==> config.mk <==
export PLATFORM = sky130hd
export DESIGN_NAME = ctrl_regs
export DESIGN_NICKNAME = d
export VERILOG_FILES = /design/src/verilog/soc_pkg.sv /design/src/verilog/ctrl_regs.sv
export VERILOG_INCLUDE_DIRS = /design/src /design/src/verilog
export SDC_FILE = /design/constraint.sdc
export NUM_CORES = 1
export LEC_CHECK = 0
export BUFFER_PORTS_ARGS = -buffer_cell sky130_fd_sc_hd__buf_2
export CAP_MARGIN = 20
export CELL_PAD_IN_SITES_DETAIL_PLACEMENT = 1
export CELL_PAD_IN_SITES_GLOBAL_PLACEMENT = 1
export CORE_MARGIN = 2
export CORE_UTILIZATION = 42
export DETAILED_ROUTE_END_ITERATION = 10
export PLACE_DENSITY = 0.9
export SLEW_MARGIN = 15
export SYNTH_ARGS = -nofsm -noshare
export SYNTH_HDL_FRONTEND = slang
export SYNTH_SLANG_ARGS = --single-unit
==> constraint.sdc <==
create_clock -name clk_i -period 1.2 [get_ports clk_i]
set_clock_uncertainty 0.05 [all_clocks]
set_input_delay 0.06 -clock clk_i [delete_from_list [all_inputs] [get_ports clk_i]]
set_output_delay 0.06 -clock clk_i [all_outputs]
set_load 0.05 [all_outputs]
==> src/verilog/soc_settings.svh <==
// Widths, memory map and L2 size of the SBA memory subsystem.
// Included by the package and by every RTL module that needs them.

`ifndef SOC_SETTINGS_SVH
`define SOC_SETTINGS_SVH

// Bus widths
`define SOC_ADDR_W 32
`define SOC_DATA_W 64
`define SOC_STRB_W 8

// L2 memory, 128 words of 64 bits
`define L2_WORDS 128
`define L2_BASE  32'h8000_0000
`define L2_LEN   32'h0000_0400

// Control registers and debug window keep 4 KiB each
`define CTRL_BASE 32'hD000_0000
`define CTRL_LEN  32'h0000_1000
`define DBG_BASE  32'h1A11_0000
`define DBG_LEN   32'h0000_1000

`endif
==> src/verilog/soc_pkg.sv <==
// Shared types of the SBA memory subsystem.
// Request and response structs travel between the SBA port, the router
// and the targets; the target enum is the router's decode result.

`include "soc_settings.svh"

package soc_pkg;

  typedef logic [`SOC_ADDR_W-1:0] soc_addr_t;
  typedef logic [`SOC_DATA_W-1:0] soc_data_t;
  typedef logic [`SOC_STRB_W-1:0] soc_strb_t;

  // Single-beat request, valid is a one-cycle pulse
  typedef struct packed {
    logic      valid;
    logic      we;
    soc_addr_t addr;
    soc_strb_t be;
    soc_data_t wdata;
  } soc_req_t;

  // One response pulse per request, rdata is zero for writes
  typedef struct packed {
    logic      valid;
    soc_data_t rdata;
  } soc_rsp_t;

  typedef enum logic [1:0] {
    TGT_L2,
    TGT_CTRL,
    TGT_DEBUG,
    TGT_NONE
  } soc_target_e;

  // Byte-enabled update of a data word
  function automatic soc_data_t merge_bytes(soc_data_t old_d, soc_data_t new_d, soc_strb_t be);
    soc_data_t res;
    res = old_d;
    for (int i = 0; i < `SOC_STRB_W; i++) begin
      if (be[i]) res[8*i +: 8] = new_d[8*i +: 8];
    end
    return res;
  endfunction

endpackage

==> src/verilog/ctrl_regs.sv <==
// Control registers of the SoC.
// Offset 0x0 holds the exit register, offset 0x8 the counter enables.
// Both are byte-writable and readable; other offsets read zero and
// ignore writes. Responses come one cycle after the request.

`timescale 1ns/1ps
`include "soc_settings.svh"

module ctrl_regs (
  input  logic               clk_i,
  input  logic               rst_ni,
  input  soc_pkg::soc_req_t  req_i,
  output soc_pkg::soc_rsp_t  rsp_o,
  output soc_pkg::soc_data_t exit_o,
  output soc_pkg::soc_data_t hw_cnt_en_o
);

  localparam int unsigned OFF_W = $clog2(`CTRL_LEN);
  localparam logic [OFF_W-1:0] EXIT_OFF   = 'h0;
  localparam logic [OFF_W-1:0] CNT_EN_OFF = 'h8;

  logic [OFF_W-1:0]   off;
  soc_pkg::soc_data_t exit_q, cnt_en_q, rdata_q;
  logic               valid_q;

  // Window is 4 KiB aligned, so the low bits are the offset
  assign off = req_i.addr[OFF_W-1:0];

  always_ff @(posedge clk_i or negedge rst_ni) begin
    if (!rst_ni) begin
      exit_q   <= '0;
      cnt_en_q <= '0;
      valid_q  <= 1'b0;
    end else begin
      valid_q <= req_i.valid;
      if (req_i.valid && req_i.we) begin
        if (off == EXIT_OFF) exit_q <= soc_pkg::merge_bytes(exit_q, req_i.wdata, req_i.be);
        if (off == CNT_EN_OFF) begin
          cnt_en_q <= soc_pkg::merge_bytes(cnt_en_q, req_i.wdata, req_i.be);
        end
      end
    end
  end

  // Read mux, writes return zero
  always_ff @(posedge clk_i) begin
    if (req_i.valid) begin
      if (req_i.we) rdata_q <= '0;
      else if (off == EXIT_OFF) rdata_q <= exit_q;
      else if (off == CNT_EN_OFF) rdata_q <= cnt_en_q;
      else rdata_q <= '0;
    end
  end

  assign rsp_o.valid = valid_q;
  assign rsp_o.rdata = rdata_q;
  assign exit_o      = exit_q;
  assign hw_cnt_en_o = cnt_en_q;

endmodule

# After elaboration in Yosys (flattened, before gate mapping)
# Cells that the tools add are included.
# W data, S select, Z words.
# totals
ram_bits	0
reg_bits	193
n_memories	0
romBits	0
latchBits	0
# classes
reduce_logical	18
n_mux	2
n_eq_ne	1
bitwise	0
shift	0
multipliers	0
order_cmp	0
add_sub_neg	0
n_div	0
# op_table
cell	count
$mux W64	2
$reduce_and A3 Y1	16
$eq A12 B4 Y1 const B	1
$logic_not A12 Y1	1
$logic_and A1 B1 Y1	1

# Logic depth before layout (Yosys ltp)
# depth
word_depth	3
mapped_depth	6

# Worst setup path before layout
# No wires, ideal clock.
# synth_timing
path_type	in2reg
startpoint	in req_i[81] in the netlist's numbering
endpoint	reg exit_q[0] (netlist: exit_o[0])
arrival_time_ns	1.868
required_time_ns	1.025
path_stages	5
setup_slack_ns	-0.843
n_path_buf	2
setup_time_ns	0.125
path_cell_list	or4_1 buf_2 buf_4 nor4_4 mux2_2
# synth_via
elab_chain_cells	2
# synth_rtl
element	line	source
start, declared	ctrl_regs.sv:12	input soc_pkg::soc_req_t req_i,
$logic_not A12 Y1	ctrl_regs.sv:37	if (off == EXIT_OFF) exit_q <= soc_pkg::merge_bytes(exit_q, req_i.wdata, req_i.be);
$reduce_and A3 Y1 (no source line)	n/a	
end signal, assigned	ctrl_regs.sv:37	
end, declared	ctrl_regs.sv:23	soc_pkg::soc_data_t exit_q, cnt_en_q, rdata_q;
# No other way between the ends.
# A chain may end at the register's enable or synchronous reset.

# Worst setup path in the final report
# layout_timing
startpoint	in req_i[83] in the netlist's numbering
endpoint	reg rdata_q[33], data pin
# layout_via
elab_chain_cells	3
# layout_rtl
element	line	source
$eq A12 B4 Y1	ctrl_regs.sv:50	else if (off == CNT_EN_OFF) rdata_q <= cnt_en_q;
$mux W64	ctrl_regs.sv:50	
$mux W64 (*)	ctrl_regs.sv:49	else if (off == EXIT_OFF) rdata_q <= exit_q;
end signal, assigned	ctrl_regs.sv:49	
end signal, assigned	ctrl_regs.sv:50	
end, declared	ctrl_regs.sv:23	
# Every way passes the cells marked *; elsewhere a longest branch is shown, timed or not.

==> results_dict.tcl <==
set metrics [dict create \
    status "finished with violations" \
    failed_checks "negative setup slack" \
    cts-root-buf "clkbuf_16" \
    h-tree-depth 4 \
    dp_hpwl_mm 17.5 \
    fillers 1693 \
    p_leak_nw 6.16 \
    antenna_left 0 \
    dr.pass1.iters 4 \
    critPathSlowestCell "or4_4" \
    synth-warning-count 0 \
    stdcell_count 1155 \
    crit_start "req_i[83]" \
    period_minus_slack_ns 1.56 \
    ys_ff_latch 193 \
    synth_fa_ha_area_share_pct 0 \
    dieHeight_um 143 \
    muxShareOfSynthArea_pct 25.8 \
    relSlewSlack_pct 65.6 \
    gp_congestion 0.803 \
    hold_viol_final 0 \
    hp-class "in -> async" \
    cp_max_fo 16 \
    intPower_mw 10.1 \
    clk_pin_slew_ns 0.08 \
    grt_pass1_wl_mm 45.3 \
    totalNegativeSetupSlack_ns -59.12 \
    wl_per_cell_um 27.8 \
    antenna_found_initial 3 \
    rsz0062_at_grt "yes" \
    syn_area_per_cell_um2 15.8 \
    switching_share_pct 26.8 \
    critical_path.startpoint_type "primary input" \
    end_kind "register" \
    yosys.area.top_type "dfrtp_1" \
    ir_worst_vdd_uv 1150 \
    grt_max_degree 38 \
    maxCapViolations 0 \
    hold_slack_ns 0.0560 \
    overflow 0 \
    portBuffers 280 \
    drc_errors 0 \
    numCtsBuffers 17 \
    wl_mm 32.1 \
    clock_path_buffers 2 \
    netlist_instances 511 \
    viasPerCell 5.50 \
    power.share.clock_pct 40.7 \
    crit_type "in -> reg" \
    cts.sinks 193 \
    max_freq_ghz 0.641 \
    ys_types 15 \
    fp.coreArea_um2 18800 \
    timing.rr.start "hw_cnt_en_o[21]" \
    worst_ep_arrival_time_ns 1.80 \
    drtIter0Drc 229 \
    synth_area_um2 8080 \
    grt_pass1_vias 7329 \
    start_util_pct 43.1 \
    synth-seq-area-share_pct 63.7 \
    netlist.area_leader.share_pct 39.9 \
    synth_simple_gate_area_share_pct 9.03 \
    nets 1014 \
    cts_tree "done" \
    crit_family "simple AND/OR/NAND/NOR gates" \
    synth-xor-area-share_pct 0 \
    synthToLayoutAreaGrowth_pct 59.4 \
    synth_area_leaders "dfrtp_1 40%, edfxtp_1 24%, mux2_2 18%, mux2i_1 7.9%, nor4_4 4.2%" \
    clock_latency_ns 0.43 \
    setup_viol 195 \
    p_seq_share_pct 50.1 \
    path_cells "buf_6 > or4_4 > or4_4 > clkbuf_16 > nor2_1" \
    worst_pin_slew_ns 0.516 \
    synth_top_family_by_area "multiplexers" \
    p_comb_share_pct 9.2 \
    rows 50 \
    slowest_delay_ns 0.64 \
    switchingPower_mw 3.70 \
    syn_nets 619 \
    maxSlewViolCount 0 \
    dp.cells 1045 \
    num_vias 6347 \
    layout-drive-gt1-share_pct 61.0 \
    path_common_cell "or4_4" \
    worst-path-buf-inv 2 \
    io_pins 301 \
    setup_ws_ns -0.359 \
    p_total_mw 13.8 \
    grtUsageTotal_pct 30.2 \
    synth_compound_area_share_pct 0 \
    dieArea_um2 20400 \
    fp.dieW_um 143 \
    powerDensity_nw_per_um2 1070 \
    finalCritPeriodShare_pct 130 \
    critical_path_required_ns 1.44 \
]
[worst reg2reg max path: stages (launching register included)]
cell and delay [ns]:
dfrtp_1 0.44, mux2i_1 0.34, nor2_4 0.07
[power by group through the flow]
stage | sequential [mW] | clock [mW] | combinational (mW)
after global placement | 7.03 | 0 | 0.983
after CTS | 6.90 | 5.54 | 1.22
final | 6.91 | 5.61 | 1.27
after global routing | 6.91 | 5.89 | 1.32
after detailed placement | 7.03 | 0 | 1.00
after floorplan | 7.33 | 0 | 0.202
[routing by layer]
metal  track usage (%)  share of wire [%]
met1              32.0                 35
met5                 0                  0
met4              14.4                3.5
met2              56.6                 56
met3              6.37                5.2
[area by class of cell]
| type | instances | area, um2 | share of cell area [%] |
|---|---|---|---|
| multi-input cells | 292 | 3490 | 27.1 |
| diodes | 2 | 5.00 | 0.0389 |
| flip-flops and latches | 193 | 5150 | 40.0 |
| repair buffers | 402 | 3380 | 26.3 |
| clock buffers | 19 | 433 | 3.36 |
| clock inverters | 13 | 119 | 0.923 |
| well taps | 234 | 293 | 2.27 |
[logic make-up after synthesis]
family	Yosys count
DFF	193
muxes	192
and+or+nand+nor	100
buffers and inverters	26
[worst paths after layout]
| kind | slack (ns) | end | depth (start not counted) |
|---|---|---|---|
| max in group asynchronous | 0.47 | hw_cnt_en_o[48] | 3 |
| min reg2reg | 0.49 | hw_cnt_en_o[6] | 1 |
| max | -0.36 | rdata_q[33] | 5 |
| max reg2reg | 0.05 | rdata_q[21] | 2 |
| min in group clk_i | 0.14 | rdata_q[62] | 2 |
| min | 0.06 | hw_cnt_en_o[19] | 2 |
[sequential cells by signal, indices dropped and copies added, names as in the netlist]
register and count:
exit_o 64, hw_cnt_en_o 64, rdata_q 64, valid_q 1
[placed cells by master, fill, tap and decap left out, types with 2 or more instances in the layout]
cell and n:
nor2_2 27, buf_6 53, or4_4 3, buf_12 23, mux2_4 128, inv_8 4, mux2i_1 64, nand4b_1 8
dfrtp_2 3, clkbuf_4 4, buf_2 138, clkbuf_1 2, nand4_1 8, nor2_4 16, buf_4 116, clkbuf_16 18
edfxtp_1 64, inv_6 2, dlygate4sd3_1 65, dfrtp_1 126, clkinv_4 5, diode_2 2, nor4_4 16, nor2_1 21
[repair_timing]
| action | in CTS | in global routing |
|---|---|---|
| gates resized for setup | 250 | 95 |
| hold endpoints to repair | 257 | 0 |
| setup buffers | 7 | 2 |
| hold buffers | 65 | 0 |
| pin swaps | 24 | 3 |
| setup endpoints to repair | 311 | 246 |
| gates cloned | 3 | 1 |
[synth_stat cells]
library cell and number:
nor2_1 64, buf_6 1, buf_4 3, buf_1 7, or4_1 3, dfrtp_1 129
nand4b_1 8, edfxtp_1 64, mux2i_1 64, mux2_2 128, or3_1 1, nand4_1 8
buf_2 3, nor4_4 16, clkbuf_1 12
[metrics by stage]
step	area [um2]	util, %	setup slack [ns]
2_1_floorplan	8330	-	-0.749
3_3_place_gp	10500	55.7	-0.902
3_5_place_dp	10500	55.7	-0.970
4_1_cts	12600	67.2	-0.328
5_1_grt	12900	68.6	-0.365
6_report	12900	68.6	-0.359
Note: power is estimated with default switching activity, not from simulation.
