[src/verilog/soc_settings.svh]
// Widths, memory map and L2 size of the SBA memory subsystem.
// Included by the package and by every RTL module that needs them.

`ifndef SOC_SETTINGS_SVH
`define SOC_SETTINGS_SVH

// Bus widths
`define SOC_ADDR_W 32
`define SOC_DATA_W 64
`define SOC_STRB_W 8

// L2 memory, 128 words of 64 bits
`define L2_WORDS 128
`define L2_BASE  32'h8000_0000
`define L2_LEN   32'h0000_0400

// Control registers and debug window keep 4 KiB each
`define CTRL_BASE 32'hD000_0000
`define CTRL_LEN  32'h0000_1000
`define DBG_BASE  32'h1A11_0000
`define DBG_LEN   32'h0000_1000

`endif
[src/verilog/soc_pkg.sv]
// Shared types of the SBA memory subsystem.
// Request and response structs travel between the SBA port, the router
// and the targets; the target enum is the router's decode result.

`include "soc_settings.svh"

package soc_pkg;

  typedef logic [`SOC_ADDR_W-1:0] soc_addr_t;
  typedef logic [`SOC_DATA_W-1:0] soc_data_t;
  typedef logic [`SOC_STRB_W-1:0] soc_strb_t;

  // Single-beat request, valid is a one-cycle pulse
  typedef struct packed {
    logic      valid;
    logic      we;
    soc_addr_t addr;
    soc_strb_t be;
    soc_data_t wdata;
  } soc_req_t;

  // One response pulse per request, rdata is zero for writes
  typedef struct packed {
    logic      valid;
    soc_data_t rdata;
  } soc_rsp_t;

  typedef enum logic [1:0] {
    TGT_L2,
    TGT_CTRL,
    TGT_DEBUG,
    TGT_NONE
  } soc_target_e;

  // Byte-enabled update of a data word
  function automatic soc_data_t merge_bytes(soc_data_t old_d, soc_data_t new_d, soc_strb_t be);
    soc_data_t res;
    res = old_d;
    for (int i = 0; i < `SOC_STRB_W; i++) begin
      if (be[i]) res[8*i +: 8] = new_d[8*i +: 8];
    end
    return res;
  endfunction

endpackage

[src/verilog/sba_port.sv]
// SBA front end for the external debug module.
// Grants and latches one request while idle, issues it on the internal
// bus for one cycle and forwards the single response pulse back.
// Grant to r_valid is always two cycles.

`timescale 1ns/1ps
`include "soc_settings.svh"

module sba_port (
  input  logic                clk_i,
  input  logic                rst_ni,
  // SBA host side
  input  logic                sba_req_i,
  input  logic                sba_we_i,
  input  soc_pkg::soc_addr_t  sba_addr_i,
  input  soc_pkg::soc_strb_t  sba_be_i,
  input  soc_pkg::soc_data_t  sba_wdata_i,
  output logic                sba_gnt_o,
  output logic                sba_r_valid_o,
  output soc_pkg::soc_data_t  sba_r_rdata_o,
  // Internal bus
  output soc_pkg::soc_req_t   bus_req_o,
  input  soc_pkg::soc_rsp_t   bus_rsp_i
);

  typedef enum logic [1:0] {
    SBA_IDLE,
    SBA_ISSUE,
    SBA_WAIT
  } sba_state_e;

  sba_state_e        state_d, state_q;
  soc_pkg::soc_req_t req_q;

  ////////////////////////////////////////
  // FSM
  ////////////////////////////////////////

  always_comb begin
    state_d   = state_q;
    sba_gnt_o = 1'b0;
    unique case (state_q)
      SBA_IDLE: begin
        if (sba_req_i) begin
          sba_gnt_o = 1'b1;
          state_d   = SBA_ISSUE;
        end
      end
      SBA_ISSUE: begin
        state_d = SBA_WAIT;
      end
      SBA_WAIT: begin
        // Targets answer exactly one cycle after the issue
        if (bus_rsp_i.valid) state_d = SBA_IDLE;
      end
      default: begin
        state_d = SBA_IDLE;
      end
    endcase
  end

  always_ff @(posedge clk_i or negedge rst_ni) begin
    if (!rst_ni) begin
      state_q <= SBA_IDLE;
    end else begin
      state_q <= state_d;
    end
  end

  // Request payload, captured at grant
  always_ff @(posedge clk_i) begin
    if (sba_gnt_o) begin
      req_q <= '{valid: 1'b1, we: sba_we_i, addr: sba_addr_i, be: sba_be_i,
                 wdata: sba_wdata_i};
    end
  end

  ////////////////////////////////////////
  // Bus side
  ////////////////////////////////////////

  always_comb begin
    bus_req_o       = req_q;
    bus_req_o.valid = (state_q == SBA_ISSUE);
  end

  assign sba_r_valid_o = (state_q == SBA_WAIT) && bus_rsp_i.valid;
  assign sba_r_rdata_o = bus_rsp_i.rdata;

  // No grant while busy, and the response lands two cycles after the grant
  a_gnt_idle_only : assert property (
    @(posedge clk_i) disable iff (!rst_ni)
    sba_gnt_o |=> !sba_gnt_o ##1 (!sba_gnt_o && sba_r_valid_o)
  );

endmodule

[config.mk]
export PLATFORM = sky130hd
export DESIGN_NAME = sba_port
export DESIGN_NICKNAME = d
export VERILOG_FILES = /design/src/verilog/soc_pkg.sv /design/src/verilog/sba_port.sv
export VERILOG_INCLUDE_DIRS = /design/src /design/src/verilog
export SDC_FILE = /design/constraint.sdc
export NUM_CORES = 1
export LEC_CHECK = 0
export BUFFER_PORTS_ARGS = -buffer_cell sky130_fd_sc_hd__buf_2
export CORE_AREA = 4 4 133 135
export DETAILED_ROUTE_END_ITERATION = 10
export DIE_AREA = 0 0 137 139
export GPL_ROUTABILITY_DRIVEN = 0
export SLEW_MARGIN = 10
export SYNTH_ARGS = -nofsm -noshare
export SYNTH_HDL_FRONTEND = slang
export SYNTH_SLANG_ARGS = --single-unit
[constraint.sdc]
create_clock -name clk_i -period 12.7 [get_ports clk_i]
set_clock_uncertainty 0.05 [all_clocks]
set_input_delay 0.635 -clock clk_i [delete_from_list [all_inputs] [get_ports clk_i]]
set_output_delay 0.635 -clock clk_i [all_outputs]
set_load 0.02 [all_outputs]
Word-level counts from Yosys, hierarchy flattened
Index checks and enable logic that the tools add are counted.

Bits in registers: 107. Input port bits: 173. Output and inout port bits: 172.

Eq/ne operators: 4. Mux-type cells: 5. Reduce and logical (&&, ||, !) cells: 3.

Operator list (count): case mux 2 bit (3 select lines) (1); two-way mux 2 bit (2); != test 2 bit, second input constant (2); equality test 2 x 1 -> 1 bit, second input constant (1); equality test 2 bit, second input constant (1); logical NOT 2 bit (1); two-way mux 1 bit (2); AND reduction 2 bit (1); logical AND 1 bit (1).

Logic depth before layout (Yosys ltp)
Gate-level depths: netlist (run 1).

Depth in word-level cells: 3. Mapped depth: 2. Gate-level depth less buffers: 2.

Worst setup path before layout (run 1)
OpenSTA, ideal clock, no wires.

Path type: in2reg. From: in sba_req_i. To: reg req_q, in the netlist bus_req_o[0], enable pin. Setup time: 0.739 ns. Data arrival time: 8.578 ns. Required time: 11.911 ns. Slack: 3.333 ns. Cell stages on the path: 1. Buffers on the path: 0. Cell sequence: nor3b_1.

Word-level cells in the longest chain between the ends: 2.

RTL lines: start, declared (RTL line sba_port.sv:13) `input logic sba_req_i,`; two-way mux 1 bit (RTL line sba_port.sv:44) `if (sba_req_i) begin`; two-way mux 1 bit (RTL line sba_port.sv:42) `unique case (state_q)`; end signal, assigned (RTL line sba_port.sv:73) `req_q <= '{valid: 1'b1, we: sba_we_i, addr: sba_addr_i, be: sba_be_i,`; end, declared (RTL line sba_port.sv:33) `soc_pkg::soc_req_t req_q;`.

Every way passes these cells. A chain may end at the register's enable or synchronous reset.

Worst setup path in the final report (run 1)
From: reg state_q[1]. To: out sba_gnt_o.

Word-level cells in the longest chain between the ends: 2.

RTL lines: start, declared (RTL line sba_port.sv:32) `sba_state_e state_d, state_q;`; start signal, assigned (RTL line sba_port.sv:66) `state_q <= state_d;`; logical NOT 2 bit (RTL line sba_port.sv:42); two-way mux 1 bit (RTL line sba_port.sv:42); end, declared (RTL line sba_port.sv:18) `output logic sba_gnt_o,`.

Every way passes these cells.

==> results of run 1 <==
power breakdown:
part | switching (W) | internal, W
Clock | 0.000137 | 0.000142
Sequential | 0.0000191 | 0.000477
Combinational | 0.000153 | 0.0000606
flip-flops by register name, indices dropped and copies added, names as in the netlist:
signal / flops
state_q: 2
bus_req_o: 105
worst min-delay path by stage:
stage	slack, ns	cells past startpoint	startpoint	endpoint
after detailed placement	0.37	1	rst_ni	state_q[1]$_DFFE_PN0P_
after CTS	0.38	1	sba_addr_i[20]	bus_req_o[92]$_DFFE_PP_
after floorplan	0.29	0	rst_ni	state_q[0]$_DFFE_PN0P_
final	0.41	1	sba_addr_i[20]	bus_req_o[92]$_DFFE_PP_
after global routing	0.38	1	sba_addr_i[8]	bus_req_o[80]$_DFFE_PP_
after global placement	0.37	1	rst_ni	state_q[0]$_DFFE_PN0P_
cells in the mapped netlist:
library cell,instances
buf_4,65
or2_1,1
and3b_2,1
nor2b_4,1
dfrtp_1,2
nor3b_2,1
nor3b_1,2
edfxtp_1,105
cell type report:
cell class	count	area (um2)	share of cell area [%]
repair buffers	219	1110	22.3
clock inverters	7	91.3	1.84
multi-input cells	6	62.6	1.26
well taps	220	275	5.55
clock buffers	9	225	4.54
flip-flops and latches	107	3200	64.5
metal layers:
metal / routed length, um / track usage [%]
met3: 1310 / 3.99
met1: 3090 / 8.73
met2: 5110 / 17.5
met4: 535 / 7.20
met5: 25 / 0
metrics by stage:
step | power [W] | hold slack (ns) | instance area [um2] | instances | utilization (%)
floorplan | 0.000677 | 0.289 | 3750 | 178 | -
global placement | 0.000721 | 0.370 | 4640 | 551 | 28.2
detailed placement | 0.000724 | 0.374 | 4640 | 551 | 28.2
CTS | 0.00101 | 0.384 | 4960 | 568 | 30.1
global route | 0.00104 | 0.377 | 4960 | 568 | 30.1
finish | 0.000989 | 0.408 | 4960 | 568 | 30.1
cell families (layout without fill, tap and decap cells):
| logic type | after synthesis | after routing | share of synthesized area, % |
|---|---|---|---|
| buffers and inverters | 65 | 235 | 13.0 |
| AND/OR/NAND/NOR | 6 | 6 | 1.54 |
| flip-flops | 107 | 107 | 85.4 |
cells in the final DEF (no fill, tap or decap), types with 2 or more instances in the layout:
cell type and n:
buf_2 216, buf_4 2, clkbuf_16 9, clkinv_8 3, dfrtp_1 2, edfxtp_1 105, inv_6 2, nor3b_2 2
critical path, cell delays in order, from the launching register on:
cell     delay [ns]
dfrtp_1        0.45
nor3b_2        0.17
buf_4          0.55
buf_4          0.67
buf_2          0.29
repair_timing:
| action | CTS | global route |
|---|---|---|
| endpoints found under the hold margin | 2 | 0 |
| hold buffers | 1 | 0 |
| endpoints found under the setup margin | 0 | 0 |
==> summary.txt, run 1 <==
Critical path
  – Crit end category: output port
  – Highest net fanout along the worst path: 58
  – Reg2reg start: state_q[1]$_DFFE_PN0P_
  – Worst R2R Setup Slack: between 10 and 15 ns
  – Data required, critical path: ~12 ns
  – CP Launch Point: state_q[1]$_DFFE_PN0P_
  – CP arrival: about 2.5 ns
  – End point of the critical path: sba_gnt_o
  – Startpoint kind of the worst setup timing path: flip-flop
  – Reg-to-Reg End: bus_req_o[7]$_DFFE_PP_
  – R2r worst-path depth: 3
  – Setup CP Type: flip-flop to output port

Clocking
  – Setup fix buffers added after clock tree synthesis: 0
  – Buffer depth of the longest clock path: 2
  – Clock latency at the later pin of the worst-skew pair: 0.34 ns
  – CTS H-tree lvls: 3
  – Number of buffers inserted during clock tree synthesis: 9
  – Clk sinks: 107
  – Clock Root Buffer: clkbuf_16
  – Clock Pin Slew Worst Setup and Hold Paths: 0.08 ns
  – Quantity of gates resized following cts: 0
  – Clock tree from TritonCTS: built

Synth
  – Yosys Warn Count: 0
  – Syn avg cell area: 21.1 um2
  – Library cells used by synthesis: 8
  – Combined area of all synthesized cells: 3750 um2
  – Top cell type's share of synthesized area: 84.1%
  – Synth Instances: 178
  – Sequential fraction of the synthesis area: a little under nine tenths
  – Synthesized netlist net count: 351
  – Number of synthesized register bits: 107
  – Dominant cells by area after synthesis: edfxtp_1 (84%), buf_4 (13%), dfrtp_1 (1.3%)
  – Most area-hungry cell type in the Yosys netlist: edfxtp_1

Global routing
  – Number of antenna violations at the first check in global routing: 2
  – Pin count of the biggest net entering global routing: between 50 and 60
  – Via count of the first global-routing pass: roughly 2200
  – First-pass GRT wire length: 13400 um
  – Leftover overflow at the end of global routing: 0
  – Global routing usage summed across all routing layers: under 10%

Detailed routing
  – Detailed-route vias per instance: 3.61
  – 1st-pass router iterations: 4
  – WL/cell: 17.7 um
  – Final routed DRC violation total: 0
  – Violation count after the first detailed-routing iteration: 73
  – Vias post-DR: approximately 2000
  – Count of antenna-violating nets left after detailed routing: 0
  – Total wirelength of the detailed-routed design: 10100 um

Timing
  – Accumulated negative setup slack: 0 ns
  – Tightest slew margin relative to the limit: roughly 56%
  – Tmin final: 3.20 ns
  – Setup Viol. Count Final: 0
  – Final count of hold timing violations: 0
  – Fmax achieved: ~0.31 GHz
  – Setup repair after global routing missed its margin: no
  – Slew at the pin with the worst max-slew slack: 0.667 ns
  – Fin crit share: 25.2%
  – Count of pins over their slew limit: 0
  – Crit path setup slack, layout: 9.50 ns

Floorplan
  – Die ar.: 19000 um2
  – Die Y: 139 um
  – Die outline width: between 100 and 150 um
  – IO Count: between 300 and 400
  – Number of core rows: 47
  – Floorplan Core Area: 16500 um2
  – Starting Density: between 20% and 30%

Placed design
  – Detailed Place HPWL: between 8000 and 9000 um
  – Pre-CTS setup slack: ~9.6 ns
  – # port buffers: between 200 and 250

Layout
  – Number of diodes added for antenna fixing: 0
  – Count of filler cells inserted in the layout: ~1700
  – Final #Nets: 516
  – Fraction of final layout cells sized beyond drive strength 1: between 60% and 70%
  – Synth-to-layout area growth: 32.4%

Power
  – Static Leakage: 2.06 nW
  – Maximum vdd drop: slightly below 0.06 mV
  – Power per unit of standard cell area: 199 nW/um2

Status
  – Run status: completed

Job
  – Number of violations of the max-capacitance limit: 0

Worst hold path
  – Kind of path behind the tightest hold check: primary input to flip-flop
Note: power is estimated with default switching activity, not from simulation.
==> inputs of run 2 (changes only) <==
==> constraint.sdc (replaced) <==
create_clock -name clk_i -period 3.15 [get_ports clk_i]
set_clock_uncertainty 0.05 [all_clocks]
set_input_delay 0.1575 -clock clk_i [delete_from_list [all_inputs] [get_ports clk_i]]
set_output_delay 0.1575 -clock clk_i [all_outputs]
set_load 0.02 [all_outputs]
==> summary.txt, run 2 (synthesis results as in run 1) <==
Critical path
  – Highest net fanout along the worst path: 37
  – Crit-path slowest cell: nor3b_4
  – Delay of the slowest cell on the worst path: 0.71 ns
  – Family of cells with the greatest summed delay on the critical path: simple AND/OR/NAND/NOR gates
  – Data required, critical path: 2.94 ns
  – CP bufs+invs: 2
  – Startpoint kind of the worst setup timing path: flip-flop
  – Ordered list of cells on the worst path: nor3b_4 > buf_12 > buf_2
  – Setup CP Type: flip-flop to output port
  – CP arrival: approximately 2 ns
  – Crit end category: output port

Timing
  – Setup Viol. Count Final: 0
  – Count of pins over their slew limit: 0
  – Fin crit share: a little under three quarters
  – Fmax achieved: 0.445 GHz
  – Tmin final: 2.25 ns
  – Tightest slew margin relative to the limit: 45.2%
  – Accumulated negative setup slack: 0 ns
  – Setup repair after global routing missed its margin: no
  – Slew at the pin with the worst max-slew slack: 0.821 ns
  – Final count of hold timing violations: 0

Floorplan
  – Starting Density: 22.8%
  – Die outline width: 137 um
  – IO Count: 345
  – Floorplan Core Area: 16500 um2
  – Number of core rows: 47
  – Die ar.: about 19000 um2
  – Die Y: 139 um

Detailed routing
  – Detailed-route vias per instance: 3.73
  – 1st-pass router iterations: 4
  – Violation count after the first detailed-routing iteration: 115
  – Final routed DRC violation total: 0
  – Total wirelength of the detailed-routed design: around 11000 um
  – Count of antenna-violating nets left after detailed routing: 0
  – Vias post-DR: roughly 2500
  – WL/cell: 16.2 um

Clocking
  – Clk sinks: 107
  – Buffer depth of the longest clock path: 2
  – Clock latency at the later pin of the worst-skew pair: 0.34 ns
  – CTS H-tree lvls: 3
  – Clock Pin Slew Worst Setup and Hold Paths: 0.08 ns
  – Clock Root Buffer: clkbuf_16
  – Setup fix buffers added after clock tree synthesis: 0
  – Clock tree from TritonCTS: built
  – Number of buffers inserted during clock tree synthesis: 9

Placed design
  – # port buffers: 216
  – Detailed Place HPWL: 7660 um
  – Placed Area: 4700 um2

Layout
  – Fraction of final layout cells sized beyond drive strength 1: 53.2%
  – Synth-to-layout area growth: 61.8%
  – Number of diodes added for antenna fixing: 0
  – Final Instance Area: 6070 um2
  – Final #Nets: 625
  – Max FFs per register: 105
  – Top library cells by usage in the layout, fill and taps aside: buf_2 (216), dlygate4sd3_1 (106), edfxtp_1 (105)
  – Most common cell after layout, fill and taps aside: buf_2

Worst hold path
  – Kind of path behind the tightest hold check: primary input to flip-flop

Status
  – Run status: completed

Global routing
  – Number of antenna violations at the first check in global routing: 0
  – Via count of the first global-routing pass: 2731
  – Leftover overflow at the end of global routing: 0
  – Pin count of the biggest net entering global routing: 39
  – First-pass GRT wire length: 15100 um
  – Global routing usage summed across all routing layers: 10.7%

Power
  – Power per unit of standard cell area: 684 nW/um2
  – Maximum vdd drop: roughly 0.29 mV
  – Static Leakage: around 2.5 nW

Job
  – Number of violations of the max-capacitance limit: 0
[run 2: cell count changes in the layout (fill, tap and decap cells not counted), sizes merged]
cell         before  now
inv               3    2
clkinvlp          0    1
dlygate4sd3       1  106
buf             218  222
[run 2: final cells by class]
cell class	count	area, um2
Clock buffer	9	225
Clock inverter	7	80.1
Fill cell	1543	10400
Multi-Input combinational cell	6	68.8
Sequential cell	107	3200
Tap cell	220	275
Timing Repair Buffer	328	2210
[run 2: worst register-to-register path, cell delays in order (launching register included)]
cell,delay (ns)
dfrtp_2,0.46
nor3b_4,0.71
buf_12,0.32
[run 2: worst paths after layout]
path | from | end | slack (ns) | cells past startpoint
worst min register to register | state_q[1]$_DFFE_PN0P_ | state_q[0]$_DFFE_PN0P_ | 0.49 | 1
worst min-delay path | sba_req_i | state_q[0]$_DFFE_PN0P_ | 0.03 | 2
min in group asynchronous | rst_ni | state_q[0]$_DFFE_PN0P_ | 0.07 | 2
worst max register to register | state_q[1]$_DFFE_PN0P_ | bus_req_o[15]$_DFFE_PP_ | 1.27 | 2
max in group asynchronous | rst_ni | state_q[1]$_DFFE_PN0P_ | 2.88 | 2
worst max-delay path | state_q[1]$_DFFE_PN0P_ | sba_gnt_o | 0.90 | 3
[run 2: through the flow]
stage	hold slack, ns	power (W)	worst slack [ns]	util (%)	std cells
2_1_floorplan	-0.188	0.00267	-0.634	-	178
3_3_place_gp	-0.107	0.00295	1.30	28.5	555
3_5_place_dp	-0.102	0.00297	1.21	28.5	555
4_1_cts	0.00648	0.00422	0.808	36.8	677
5_1_grt	0.0135	0.00435	0.710	36.8	677
6_report	0.0258	0.00415	0.902	36.8	677
[run 2: what timing repair did]
item | CTS | global route
resized for setup | 0 | 0
hold buffers | 106 | 0
endpoints found under the hold margin | 107 | 0
[run 2: power breakdown]
| part | total [W] | switching [W] | internal (W) |
|---|---|---|---|
| clock network | 0.00112 | 0.000559 | 0.000565 |
| logic | 0.00102 | 0.000650 | 0.000371 |
| registers | 0.00201 | 0.0000854 | 0.00192 |
[run 2: routing by layer]
metal	routed length (um)	GRT usage, %
met1	3650	10.4
met2	5660	19.3
met3	1090	2.79
met4	576	7.83
met5	0	0
