<file path="config.mk">
export PLATFORM = sky130hd
export DESIGN_NAME = soc_router
export DESIGN_NICKNAME = d
export VERILOG_FILES = /design/src/verilog/soc_pkg.sv /design/src/verilog/soc_router.sv
export VERILOG_INCLUDE_DIRS = /design/src /design/src/verilog
export SDC_FILE = /design/constraint.sdc
export NUM_CORES = 1
export LEC_CHECK = 0
export ABC_CLOCK_PERIOD_IN_PS = 2250
export BUFFER_PORTS_ARGS = -buffer_cell sky130_fd_sc_hd__clkbuf_2
export CORE_AREA = 2 2 268 270
export DETAILED_ROUTE_END_ITERATION = 12
export DIE_AREA = 0 0 270 272
export SLEW_MARGIN = 20
export SYNTH_ARGS = -nofsm -noshare
export SYNTH_HDL_FRONTEND = slang
export SYNTH_SLANG_ARGS = --single-unit
</file>
<file path="constraint.sdc">
create_clock -name clk_i -period 2.25 [get_ports clk_i]
set_clock_uncertainty 0.2 [all_clocks]
set_input_delay 0.45 -clock clk_i [delete_from_list [all_inputs] [get_ports clk_i]]
set_output_delay 0.45 -clock clk_i [all_outputs]
set_load 0.03 [all_outputs]
</file>
<file path="src/verilog/soc_settings.svh">
// Widths, memory map and L2 size of the SBA memory subsystem.
// Included by the package and by every RTL module that needs them.

`ifndef SOC_SETTINGS_SVH
`define SOC_SETTINGS_SVH

// Bus widths
`define SOC_ADDR_W 32
`define SOC_DATA_W 64
`define SOC_STRB_W 8

// L2 memory, 128 words of 64 bits
`define L2_WORDS 128
`define L2_BASE  32'h8000_0000
`define L2_LEN   32'h0000_0400

// Control registers and debug window keep 4 KiB each
`define CTRL_BASE 32'hD000_0000
`define CTRL_LEN  32'h0000_1000
`define DBG_BASE  32'h1A11_0000
`define DBG_LEN   32'h0000_1000

`endif
</file>
<file path="src/verilog/soc_pkg.sv">
// Shared types of the SBA memory subsystem.
// Request and response structs travel between the SBA port, the router
// and the targets; the target enum is the router's decode result.

`include "soc_settings.svh"

package soc_pkg;

  typedef logic [`SOC_ADDR_W-1:0] soc_addr_t;
  typedef logic [`SOC_DATA_W-1:0] soc_data_t;
  typedef logic [`SOC_STRB_W-1:0] soc_strb_t;

  // Single-beat request, valid is a one-cycle pulse
  typedef struct packed {
    logic      valid;
    logic      we;
    soc_addr_t addr;
    soc_strb_t be;
    soc_data_t wdata;
  } soc_req_t;

  // One response pulse per request, rdata is zero for writes
  typedef struct packed {
    logic      valid;
    soc_data_t rdata;
  } soc_rsp_t;

  typedef enum logic [1:0] {
    TGT_L2,
    TGT_CTRL,
    TGT_DEBUG,
    TGT_NONE
  } soc_target_e;

  // Byte-enabled update of a data word
  function automatic soc_data_t merge_bytes(soc_data_t old_d, soc_data_t new_d, soc_strb_t be);
    soc_data_t res;
    res = old_d;
    for (int i = 0; i < `SOC_STRB_W; i++) begin
      if (be[i]) res[8*i +: 8] = new_d[8*i +: 8];
    end
    return res;
  endfunction

endpackage

</file>
<file path="src/verilog/soc_router.sv">
// Address decoder between the SBA port and the targets.
// Steers each request to the L2, the control registers or the debug
// window, and merges the one-cycle responses back onto the bus.
// Unmapped accesses complete normally: reads give zero, writes are dropped.

`timescale 1ns/1ps
`include "soc_settings.svh"

module soc_router (
  input  logic               clk_i,
  input  logic               rst_ni,
  input  soc_pkg::soc_req_t  bus_req_i,
  output soc_pkg::soc_rsp_t  bus_rsp_o,
  // Targets
  output soc_pkg::soc_req_t  l2_req_o,
  output soc_pkg::soc_req_t  ctrl_req_o,
  input  soc_pkg::soc_rsp_t  l2_rsp_i,
  input  soc_pkg::soc_rsp_t  ctrl_rsp_i,
  // Debug window towards the external debug module
  output logic               dm_device_req_o,
  output logic               dm_device_we_o,
  output soc_pkg::soc_addr_t dm_device_addr_o,
  output soc_pkg::soc_strb_t dm_device_be_o,
  output soc_pkg::soc_data_t dm_device_wdata_o,
  input  soc_pkg::soc_data_t dm_device_rdata_i
);

  soc_pkg::soc_addr_t    l2_off, ctrl_off, dbg_off;
  soc_pkg::soc_target_e  tgt, tgt_q;
  logic                  dbg_vld_q, dbg_rd_q, none_vld_q;

  ////////////////////////////////////////
  // Decode
  ////////////////////////////////////////

  assign l2_off   = bus_req_i.addr - soc_pkg::soc_addr_t'(`L2_BASE);
  assign ctrl_off = bus_req_i.addr - soc_pkg::soc_addr_t'(`CTRL_BASE);
  assign dbg_off  = bus_req_i.addr - soc_pkg::soc_addr_t'(`DBG_BASE);

  always_comb begin
    if (l2_off < soc_pkg::soc_addr_t'(`L2_LEN)) tgt = soc_pkg::TGT_L2;
    else if (ctrl_off < soc_pkg::soc_addr_t'(`CTRL_LEN)) tgt = soc_pkg::TGT_CTRL;
    else if (dbg_off < soc_pkg::soc_addr_t'(`DBG_LEN)) tgt = soc_pkg::TGT_DEBUG;
    else tgt = soc_pkg::TGT_NONE;
  end

  // Each target sees valid only inside its own window
  always_comb begin
    l2_req_o         = bus_req_i;
    l2_req_o.valid   = bus_req_i.valid && (tgt == soc_pkg::TGT_L2);
    ctrl_req_o       = bus_req_i;
    ctrl_req_o.valid = bus_req_i.valid && (tgt == soc_pkg::TGT_CTRL);
  end

  // Debug window port
  assign dm_device_req_o   = bus_req_i.valid && (tgt == soc_pkg::TGT_DEBUG);
  assign dm_device_we_o    = bus_req_i.we;
  assign dm_device_addr_o  = bus_req_i.addr;
  assign dm_device_be_o    = bus_req_i.be;
  assign dm_device_wdata_o = bus_req_i.wdata;

  ////////////////////////////////////////
  // Response path
  ////////////////////////////////////////

  always_ff @(posedge clk_i or negedge rst_ni) begin
    if (!rst_ni) begin
      tgt_q      <= soc_pkg::TGT_NONE;
      dbg_vld_q  <= 1'b0;
      dbg_rd_q   <= 1'b0;
      none_vld_q <= 1'b0;
    end else begin
      if (bus_req_i.valid) tgt_q <= tgt;
      dbg_vld_q  <= dm_device_req_o;
      dbg_rd_q   <= dm_device_req_o && !bus_req_i.we;
      none_vld_q <= bus_req_i.valid && (tgt == soc_pkg::TGT_NONE);
    end
  end

  always_comb begin
    unique case (tgt_q)
      soc_pkg::TGT_L2:   bus_rsp_o = l2_rsp_i;
      soc_pkg::TGT_CTRL: bus_rsp_o = ctrl_rsp_i;
      soc_pkg::TGT_DEBUG: begin
        bus_rsp_o.valid = dbg_vld_q;
        bus_rsp_o.rdata = dbg_rd_q ? dm_device_rdata_i : '0;
      end
      default: begin
        bus_rsp_o.valid = none_vld_q;
        bus_rsp_o.rdata = '0;
      end
    endcase
  end

  // Only the addressed target may answer
  a_one_rsp : assert property (
    @(posedge clk_i) disable iff (!rst_ni)
    $onehot0({l2_rsp_i.valid, ctrl_rsp_i.valid, dbg_vld_q, none_vld_q})
  );

endmodule

</file>
Word level (Yosys, flattened, before mapping) --
Index checks and enable logic that the tools add are counted.
Word-level totals: bits in registers 5, logic and storage cells 28, output and inout port bits 383, input bits 302
Cells by class: muxes and demuxes 5, reduce and logical (&&, ||, !) cells 8, $add $sub $neg 3, equal/unequal tests 5, magnitude comparators 3
Operators with widths (number):
- one-hot mux 65 bit (3 select lines) | 1
- less-than comparator 32 x 13 -> 1 bit (second input constant) | 2
- 2-to-1 mux 64 bit | 1
- subtractor 32 bit (second input constant) | 2
- less-than comparator 32 x 11 -> 1 bit (second input constant) | 1
- subtractor 32 x 29 -> 32 bit (second input constant) | 1
- equality test 2 bit (second input constant) | 3
- logical AND 1 bit | 5
- equality test 2 x 1 -> 1 bit (second input constant) | 2
- logical NOT 2 bit | 2
- 2-to-1 mux 2 bit | 2
- logical NOT 1 bit | 1
- 2-to-1 mux 1 bit | 1

Longest topological paths before layout --
Gate-level depths: netlist of the first run.
depth in word-level cells 8, gate-level depth with buffers 7

Least setup slack after synthesis of the first run --
No wires, ideal clock.
kind register to output, start point register tgt_q[0], end point output bus_rsp_o[0] (netlist name), path buffers 2, arrival 2064 ps, slack -464 ps, cell stages (with the launch flop) 5, path through dfstp_2 > buf_2 > buf_1 > mux2i_1 > o21ai_0
RTL lines:
- from (decl) | line soc_router.sv:29 | soc_pkg::soc_target_e tgt, tgt_q;
- from (signal assigned) | line soc_router.sv:68 | tgt_q <= soc_pkg::TGT_NONE;
- from (signal assigned) | line soc_router.sv:73 | if (bus_req_i.valid) tgt_q <= tgt;
- to (decl) | line soc_router.sv:13 | output soc_pkg::soc_rsp_t bus_rsp_o,

Worst setup path after layout of the first run --
start point input bus_req_i[94] (netlist name), end point output dm_device_req_o
On the way: word-level cells in the longest chain between the ends 7, elaborated cells between the ends (all ways) 11, classes of those cells add/sub: 3; order compare: 3; eq/ne: 1; mux: 3; reduce/logical: 1
RTL lines:
- from (decl) | line soc_router.sv:12 | input soc_pkg::soc_req_t bus_req_i,
- subtractor 32 x 29 -> 32 bit | line soc_router.sv:38 | assign dbg_off = bus_req_i.addr - soc_pkg::soc_addr_t'(`DBG_BASE);
- less-than comparator 32 x 13 -> 1 bit | line soc_router.sv:43 | else if (dbg_off < soc_pkg::soc_addr_t'(`DBG_LEN)) tgt = soc_pkg::TGT_DEBUG;
- 2-to-1 mux 1 bit | line soc_router.sv:43
- 2-to-1 mux 2 bit | line soc_router.sv:42 | else if (ctrl_off < soc_pkg::soc_addr_t'(`CTRL_LEN)) tgt = soc_pkg::TGT_CTRL;
- 2-to-1 mux 2 bit * | line soc_router.sv:41 | if (l2_off < soc_pkg::soc_addr_t'(`L2_LEN)) tgt = soc_pkg::TGT_L2;
- equality test 2 bit * | line soc_router.sv:56 | assign dm_device_req_o = bus_req_i.valid && (tgt == soc_pkg::TGT_DEBUG);
- logical AND 1 bit * | line soc_router.sv:56
- to (decl) | line soc_router.sv:20 | output logic dm_device_req_o,
Every way passes the cells marked *; elsewhere a longest branch is shown, timed or not.

==> results of run 1 <==
==> registers in the layout, indices dropped and copies added (netlist names) <==
register	cells
dbg_rd_q	1
dbg_vld_q	1
none_vld_q	1
tgt_q	2
==> timing repair <==
| action | CTS | global route |
|---|---|---|
| resized for setup | 253 | 149 |
| hold endpoints to repair | 3 | 0 |
| setup endpoints to repair | 70 | 70 |
| pin swaps | 49 | 43 |
| gates cloned | 6 | 2 |
| buffers inserted | 24 | 18 |
| hold buffers | 1 | 0 |
==> worst max path at each step <==
stage / slack (ns) / cells past startpoint / to
floorplan: -0.29 / 4 / dm_device_req_o
global placement: -0.51 / 6 / dm_device_req_o
detailed placement: -0.53 / 6 / dm_device_req_o
CTS: -0.50 / 6 / dm_device_req_o
global route: -0.56 / 6 / dm_device_req_o
finish: -0.47 / 6 / dm_device_req_o
==> routing by layer <==
layer | track usage [%] | vias to the layer above
met1 | 6.02 | 1945
met2 | 10.9 | 537
met5 | 0.0642 | -
met4 | 2.98 | 4
met3 | 3.42 | 82
li1 | - | 1885
==> worst reg2reg max path: cells and delay by family (launching register included) <==
kind,cells,cell delay (ns)
flops,1,0.65
buf+inv,2,0.33
simple gates,2,0.17
==> cell usage after synthesis (3+ instances only) <==
master	count	area share, %
buf_4	315	57
o21ai_0	67	8.1
nand2_1	66	6.0
mux2i_1	56	14
buf_1	11	1.0
clkbuf_1	9	0.82
a22oi_1	8	1.5
nor2_1	7	0.63
dfrtp_1	3	1.8
inv_1	3	0.27
nor2b_1	3	0.45
==> cell type report <==
cell class | count | area, um^2
Sequential cell | 5 | 135
Inverter | 3 | 13.8
Timing Repair Buffer | 468 | 3740
Multi-Input combinational cell | 236 | 2570
Fill cell | 8052 | 63000
Tap cell | 950 | 1190
Antenna cell | 5 | 12.5
Clock buffer | 4 | 78.8
==> where the power goes <==
group	switching [mW]	total, mW	internal (mW)	leakage, nW
Sequential	0.00423	0.0985	0.0943	0.0607
Clock	0.0561	0.291	0.235	0.0382
Combinational	0.671	1.19	0.519	3.75
Total	0.731	1.58	0.848	3.85
==> stage by stage <==
step,hold slack (ns),instances
final,0.265,1671
after global routing,0.279,1670
after CTS,0.265,1657
after detailed placement,0.105,1625
after global placement,0.107,1625
after floorplan,-0.0456,581
==> kinds of logic (layout without fill, tap and decap cells) <==
family                 after synthesis  in the layout
AND/OR/NAND/NOR                     96             96
flip-flops                           5              5
multiplexers                        57             57
other                                0              5
AO/OA/AOI/OAI                       83             83
buffers and inverters              340            475
==> cells in the final DEF, fill, tap and decap left out, types with 7 or more instances in the layout <==
master and n:
nand2_4 49, o21ai_4 11, buf_4 63, buf_6 20
buf_12 23, mux2i_2 8, o21ai_2 52, nand2_1 7
clkbuf_2 286, mux2i_4 12, mux2i_1 36, buf_8 21
a22oi_2 8, clkbuf_8 48, nand2_2 10
==> out/qor.yml, run 1 <==
timing:
  tightest_slew_ns: 0.400
  hold_viol_final: 0
  final.setup.worst_slack_ns: -0.472
  slew_headroom_pct: 72.9
  setup_tns_ns: -15.47
  rsz0062_at_grt: "yes"
  clock.fmax_mhz: 367
  slew_violations: 0
  period_share_pct: 121
  layout_min_cycle_time_ns: 2.72
  setup_viol: 70
clock_network:
  cts_tree: "done"
  clock_path_buffers: 2
  cts_buffers: 3
  htreeDepth: 1
  clk_pin_slew_worst_paths_ns: 0.03
  clk_latency_ns: 0.23
  cts-root-buf: "clkbuf_16"
  clkSinkCount: 5
synth:
  synth_cell_type_count: 37
  syn_nets: 883
  synth.avg_cell_area_um2: 7.12
  synth_edf_count: 0
  synth_compound_area_share_pct: 12.1
  ys.flop_type: "dfrtp_1"
  synth-simple-area-share_pct: 11.2
  ys_warn_count: 0
  muxShareOfSynthArea_pct: 14.1
  synth_seq_cells: 5
  synth_top_family_by_area: "buffers and inverters"
  async_flop_share_pct: 100
  synth_cells: 581
  ys_seq_area_share_pct: 3.08
  syn_area_um2: 4140
  synth_xor_area_share_pct: 0
  synthAdderAreaFrac_pct: 0
power_and_ir_drop:
  power.total_mw: 1.58
  max-vdd-ir-drop_mv: 0.208
  p_per_area_nw_per_um2: 204
  p_leak_nw: 3.85
worst_setup_path:
  cp_slowest_cell: "or4_4"
  worstPathArrival_ns: 2.07
  critical-path-top-delay-family: "simple AND/OR/NAND/NOR gates"
  required_ns: 1.60
  crit_start: "bus_req_i[94]"
  crit_fanout: 5
  crit_path_max_incr_delay_ns: 0.60
  crit_buf_inv: 2
  crit_path_end_kind: "output pin"
  ff2ff_setup_slack_ns: 0.83
  crit_chain: "buf_6 > or4_4 > or4b_4 > o211ai_4 > nor4_4 > clkbuf_8"
  reg2reg_to: "tgt_q[0]$_DFFE_PN1P_"
  rr_worst_depth: 4
  crit_type: "in2out"
  startpoint_type: "primary input"
  worstReg2RegStart: "tgt_q[0]$_DFFE_PN1P_"
routing:
  drt_iter0_drc: 139
  vias_per_cell: 2.66
  wl_per_cell_um: 15.7
  ant_nets: 0
  wirelength_um: 26300
  first_pass_iters: 4
  maxUsedRoutingLayer: "met5"
  wl_met2_um: 12200
  drc: 0
  vias: 4453
  routed-wl-met3_um: 3580
  drt-met1-wl_um: 8960
global_route:
  grt_max_degree: 24
  antenna_found_initial: 8
  grt_pass1_vias: 4466
  grt_pass1_wl_um: 32600
  grt_overflow: 0
  grt_usage_pct: 6.24
floorplanning:
  start_util_pct: 5.85
  dieArea_um2: 73400
  ios: 685
  fp-row-count: 98
  die_y_um: 272
  die_x_um: 270
  core_um2: 70800
outcome:
  violations: "negative setup slack"
  outcome: "finished, violations left"
place:
  port_buffers: 356
  globalplace.congestion: 0.773
  dp_slack_ns: -0.531
  hpwl_um: 19500
  dpl_cell_area_um2: 5610
final_layout:
  syn_to_final_growth_pct: 86.9
  drive_above_1_share_pct: 90.2
  nNetsFinal: 1019
  utilization_pct: 10.9
  final_cell_area_um2: 7740
worst_hold_path:
  whs_endpoint: "tgt_q[1]$_DFFE_PN1P_"
  min_path_type: "in2reg"
  min_path_cells: 2
  holdCritStartpoint: "bus_req_i[105]"
run:
  max_cap_violations: 0
No activity file was read; power rests on OpenSTA's default activity.
==> run 2: changes to the inputs <==
ABC_AREA = 1   (was unset)
==> run 2 against run 1 <==
The flow still finishes with violations (negative setup slack). Area after synthesis increased by 3.9%. Synthesized cell count grew 18%. First-iteration DRC count rose by 15%. Largest power group unchanged. Via count grew 8.5%. Critical endpoint is now bus_rsp_o[32]. Flip-flop and latch count is the same. Maximum frequency up 8.2%.
==> out/qor.yml, run 2 <==
timing:
  slew_headroom_pct: 77.4  # was 72.9%
  clock.fmax_mhz: 397  # was 367 MHz
  setup_tns_ns: -13.59  # was -15.47 ns
  rsz0062_at_grt: "yes"  # unchanged
  hold_viol_final: 0  # unchanged
  tightest_slew_ns: 0.339  # was 0.400 ns
  layout_min_cycle_time_ns: 2.52  # was 2.72 ns
  setup_viol: 66  # was 70
  period_share_pct: 112  # was 121%
  slew_violations: 0  # unchanged
  final.setup.worst_slack_ns: -0.266  # was -0.472 ns
final_layout:
  layout_commonest_cell: "clkbuf_2"  # unchanged
  utilization_pct: 9.94  # was 10.9%
  final_cell_mix: "clkbuf_2, nand2_1, buf_4, buf_6, clkbuf_8"  # was clkbuf_2, buf_4, o21ai_2, nand2_4, clkbuf_8
  final_cell_area_um2: 7030  # was 7740 um^2
  largest_reg_flops: 2  # unchanged
  syn_to_final_growth_pct: 63.5  # was 86.9%
  regMostFlops: "tgt_q"  # unchanged
  nNetsFinal: 1116  # was 1019
  drive_above_1_share_pct: 70.0  # was 90.2%
worst_hold_path:
  min_path_cells: 2  # unchanged
  min_path_type: "in2reg"  # unchanged
worst_setup_path:
  crit_fanout: 18  # was 5
  crit_type: "reg2out"  # was in2out
  worstPathArrival_ns: 1.87  # was 2.07 ns
  ff2ff_setup_slack_ns: 1.03  # was 0.83 ns
  startpoint_type: "register"  # was primary input
  crit_path_end_kind: "output pin"  # unchanged
  required_ns: 1.60  # about the same
  rr_worst_depth: 3  # was 4
global_route:
  grt_max_degree: 52  # was 24
  antenna_found_initial: 6  # was 8
  grt_usage_pct: 5.33  # was 6.24%
  grt_pass1_wl_um: 28900  # was 32600 um
  grt_overflow: 0  # unchanged
  grt_pass1_vias: 4388  # was 4466
power_and_ir_drop:
  p_sw_mw: 0.839  # was 0.731 mW
  power_frac_seq_pct: 5.6  # was 6.2%
  p_clk_share_pct: 16.4  # was 18.4%
  p_int_mw: 0.942  # was 0.848 mW
  combPwrFrac_pct: 78.0  # was 75.4%
  max-vdd-ir-drop_mv: 0.412  # was 0.208 mV
  p_leak_nw: 3.32  # was 3.85 nW
  p_per_area_nw_per_um2: 253  # was 204 nW/um^2
  switching_share_pct: 47.1  # was 46.3%
clock_network:
  clk_latency_ns: 0.23  # about the same
  htreeDepth: 1  # unchanged
  clkSinkCount: 5  # unchanged
  clk_pin_slew_worst_paths_ns: 0.03  # about the same
  clock_path_buffers: 2  # unchanged
  cts-root-buf: "clkbuf_16"  # unchanged
  cts_tree: "done"  # unchanged
  cts_buffers: 3  # unchanged
synth:
  ys_seq_area_share_pct: 2.97  # was 3.08%
  ys_warn_count: 0  # unchanged
  synth_cells: 688  # was 581
  synth_common_cells: "buf_4, nand2_1, a22oi_1, a32oi_1, nor2_1"  # was buf_4, o21ai_0, nand2_1, mux2i_1, buf_1
  ys.flop_type: "dfrtp_1"  # unchanged
  synth_edf_count: 0  # unchanged
  async_flop_share_pct: 100  # unchanged
  synth_cell_type_count: 26  # was 37
  synth_seq_cells: 5  # unchanged
  syn_nets: 990  # was 883
  syn_area_um2: 4300  # was 4140 um^2
  synth_area_leaders: "buf_4, nand2_1, a22oi_1, a32oi_1, nor2_1"  # was buf_4, mux2i_1, o21ai_0, nand2_1, dfrtp_1
  yosysMostFrequentCell: "buf_4"  # unchanged
  synth.avg_cell_area_um2: 6.25  # was 7.12 um^2
  synth_top_area_cell: "buf_4"  # unchanged
  synth.top_cell.area_share_pct: 55.0  # was 57.1%
routing:
  vias_per_cell: 2.74  # was 2.66
  drt_iter0_drc: 160  # was 139
  vias: 4832  # was 4453
  first_pass_iters: 4  # unchanged
  drc: 0  # unchanged
  wl_per_cell_um: 14.2  # was 15.7 um
  wirelength_um: 25000  # was 26300 um
  ant_nets: 0  # unchanged
floorplanning:
  die_y_um: 272  # unchanged
  fp-row-count: 98  # unchanged
  start_util_pct: 6.08  # was 5.85%
  core_um2: 70800  # unchanged
  dieArea_um2: 73400  # unchanged
  ios: 685  # unchanged
  die_x_um: 270  # unchanged
place:
  hpwl_um: 17600  # was 19500 um
  globalplace.congestion: 0.788  # was 0.773
  port_buffers: 356  # unchanged
  dpl_cell_area_um2: 5440  # was 5610 um^2
outcome:
  violations: "negative setup slack"  # unchanged
  outcome: "finished, violations left"  # unchanged
run:
  max_cap_violations: 0  # unchanged
==> run 2: changes by cell type in the layout (fill, tap and decap cells not counted), sizes merged, moves of 4 or more <==
| cell | previous run | this run |
|---|---|---|
| nand4 | 1 | 6 |
| o21ai | 67 | 3 |
| a22oi | 8 | 37 |
| nand3 | 0 | 14 |
| mux2i | 56 | 0 |
| nand2 | 66 | 183 |
| or4 | 4 | 0 |
| a32oi | 0 | 27 |
| buf | 131 | 138 |
| inv | 3 | 26 |
| clkbuf | 340 | 323 |
| nor2 | 7 | 38 |
==> run 2: kinds of logic after synthesis <==
kind of cell	Yosys count	synth area share (%)
buffers and inverters	365	59.7
AO/OA/AOI/OAI	72	13.1
flip-flops	5	2.97
AND/OR/NAND/NOR	246	24.2
==> run 2: final timing paths <==
check                                startpoint              endpoint
max                        tgt_q[1]$_DFFE_PN1P_         bus_rsp_o[32]
min                              bus_req_i[104]    dbg_rd_q$_DFF_PN0_
max reg2reg                tgt_q[1]$_DFFE_PN1P_  tgt_q[1]$_DFFE_PN1P_
min reg2reg                tgt_q[0]$_DFFE_PN1P_  tgt_q[0]$_DFFE_PN1P_
max in group asynchronous                rst_ni  tgt_q[0]$_DFFE_PN1P_
min in group asynchronous                rst_ni  none_vld_q$_DFF_PN0_
==> run 2: final cells by class <==
type	instances	area (um^2)
clock buffers	4	78.8
inverters	27	108
diodes	2	5.00
fillers	8231	63700
multi-input cells	319	2020
repair buffers	458	3500
flip-flops and latches	5	131
well taps	950	1190
==> run 2: worst max-delay path, stage by stage (launching register included) <==
cell,delay (ns)
dfstp_4,0.61
buf_6,0.10
buf_6,0.09
nor2_4,0.03
buf_12,0.15
buf_6,0.17
a22oi_1,0.18
nand2_1,0.10
clkbuf_8,0.17
==> run 2: layer usage <==
layer | track usage (%) | share of wire (%) | vias up
li1 | - | - | 2173
met1 | 5.97 | 38 | 2075
met2 | 8.15 | 43 | 509
met3 | 3.63 | 15 | 69
met4 | 1.32 | 4.3 | 6
met5 | 0.770 | 0.41 | -
==> run 2: per-stage QoR <==
stage,hold WS (ns),setup slack (ns),instances,total power [mW]
floorplan,-0.0456,0.0544,688,1.52
global placement,0.0709,-0.538,1731,1.14
detailed placement,0.0725,-0.535,1731,1.14
CTS,0.228,-0.259,1749,1.62
global route,0.232,-0.331,1765,1.88
finish,0.223,-0.266,1765,1.78
==> run 2: repair_timing <==
action,CTS,global route
endpoints found under the setup margin,68,68
pin swaps,25,46
resized for setup,162,150
hold buffers,1,0
endpoints found under the hold margin,3,0
gates cloned,3,8
setup buffers,10,7
==> run 2: power groups by stage <==
stage / Clock, mW / Sequential (mW) / Combinational [mW]
floorplan: 0 / 0.0982 / 1.42
global placement: 0 / 0.0990 / 1.04
detailed placement: 0 / 0.0989 / 1.04
CTS: 0.298 / 0.0989 / 1.22
global route: 0.307 / 0.0997 / 1.47
finish: 0.292 / 0.0994 / 1.39
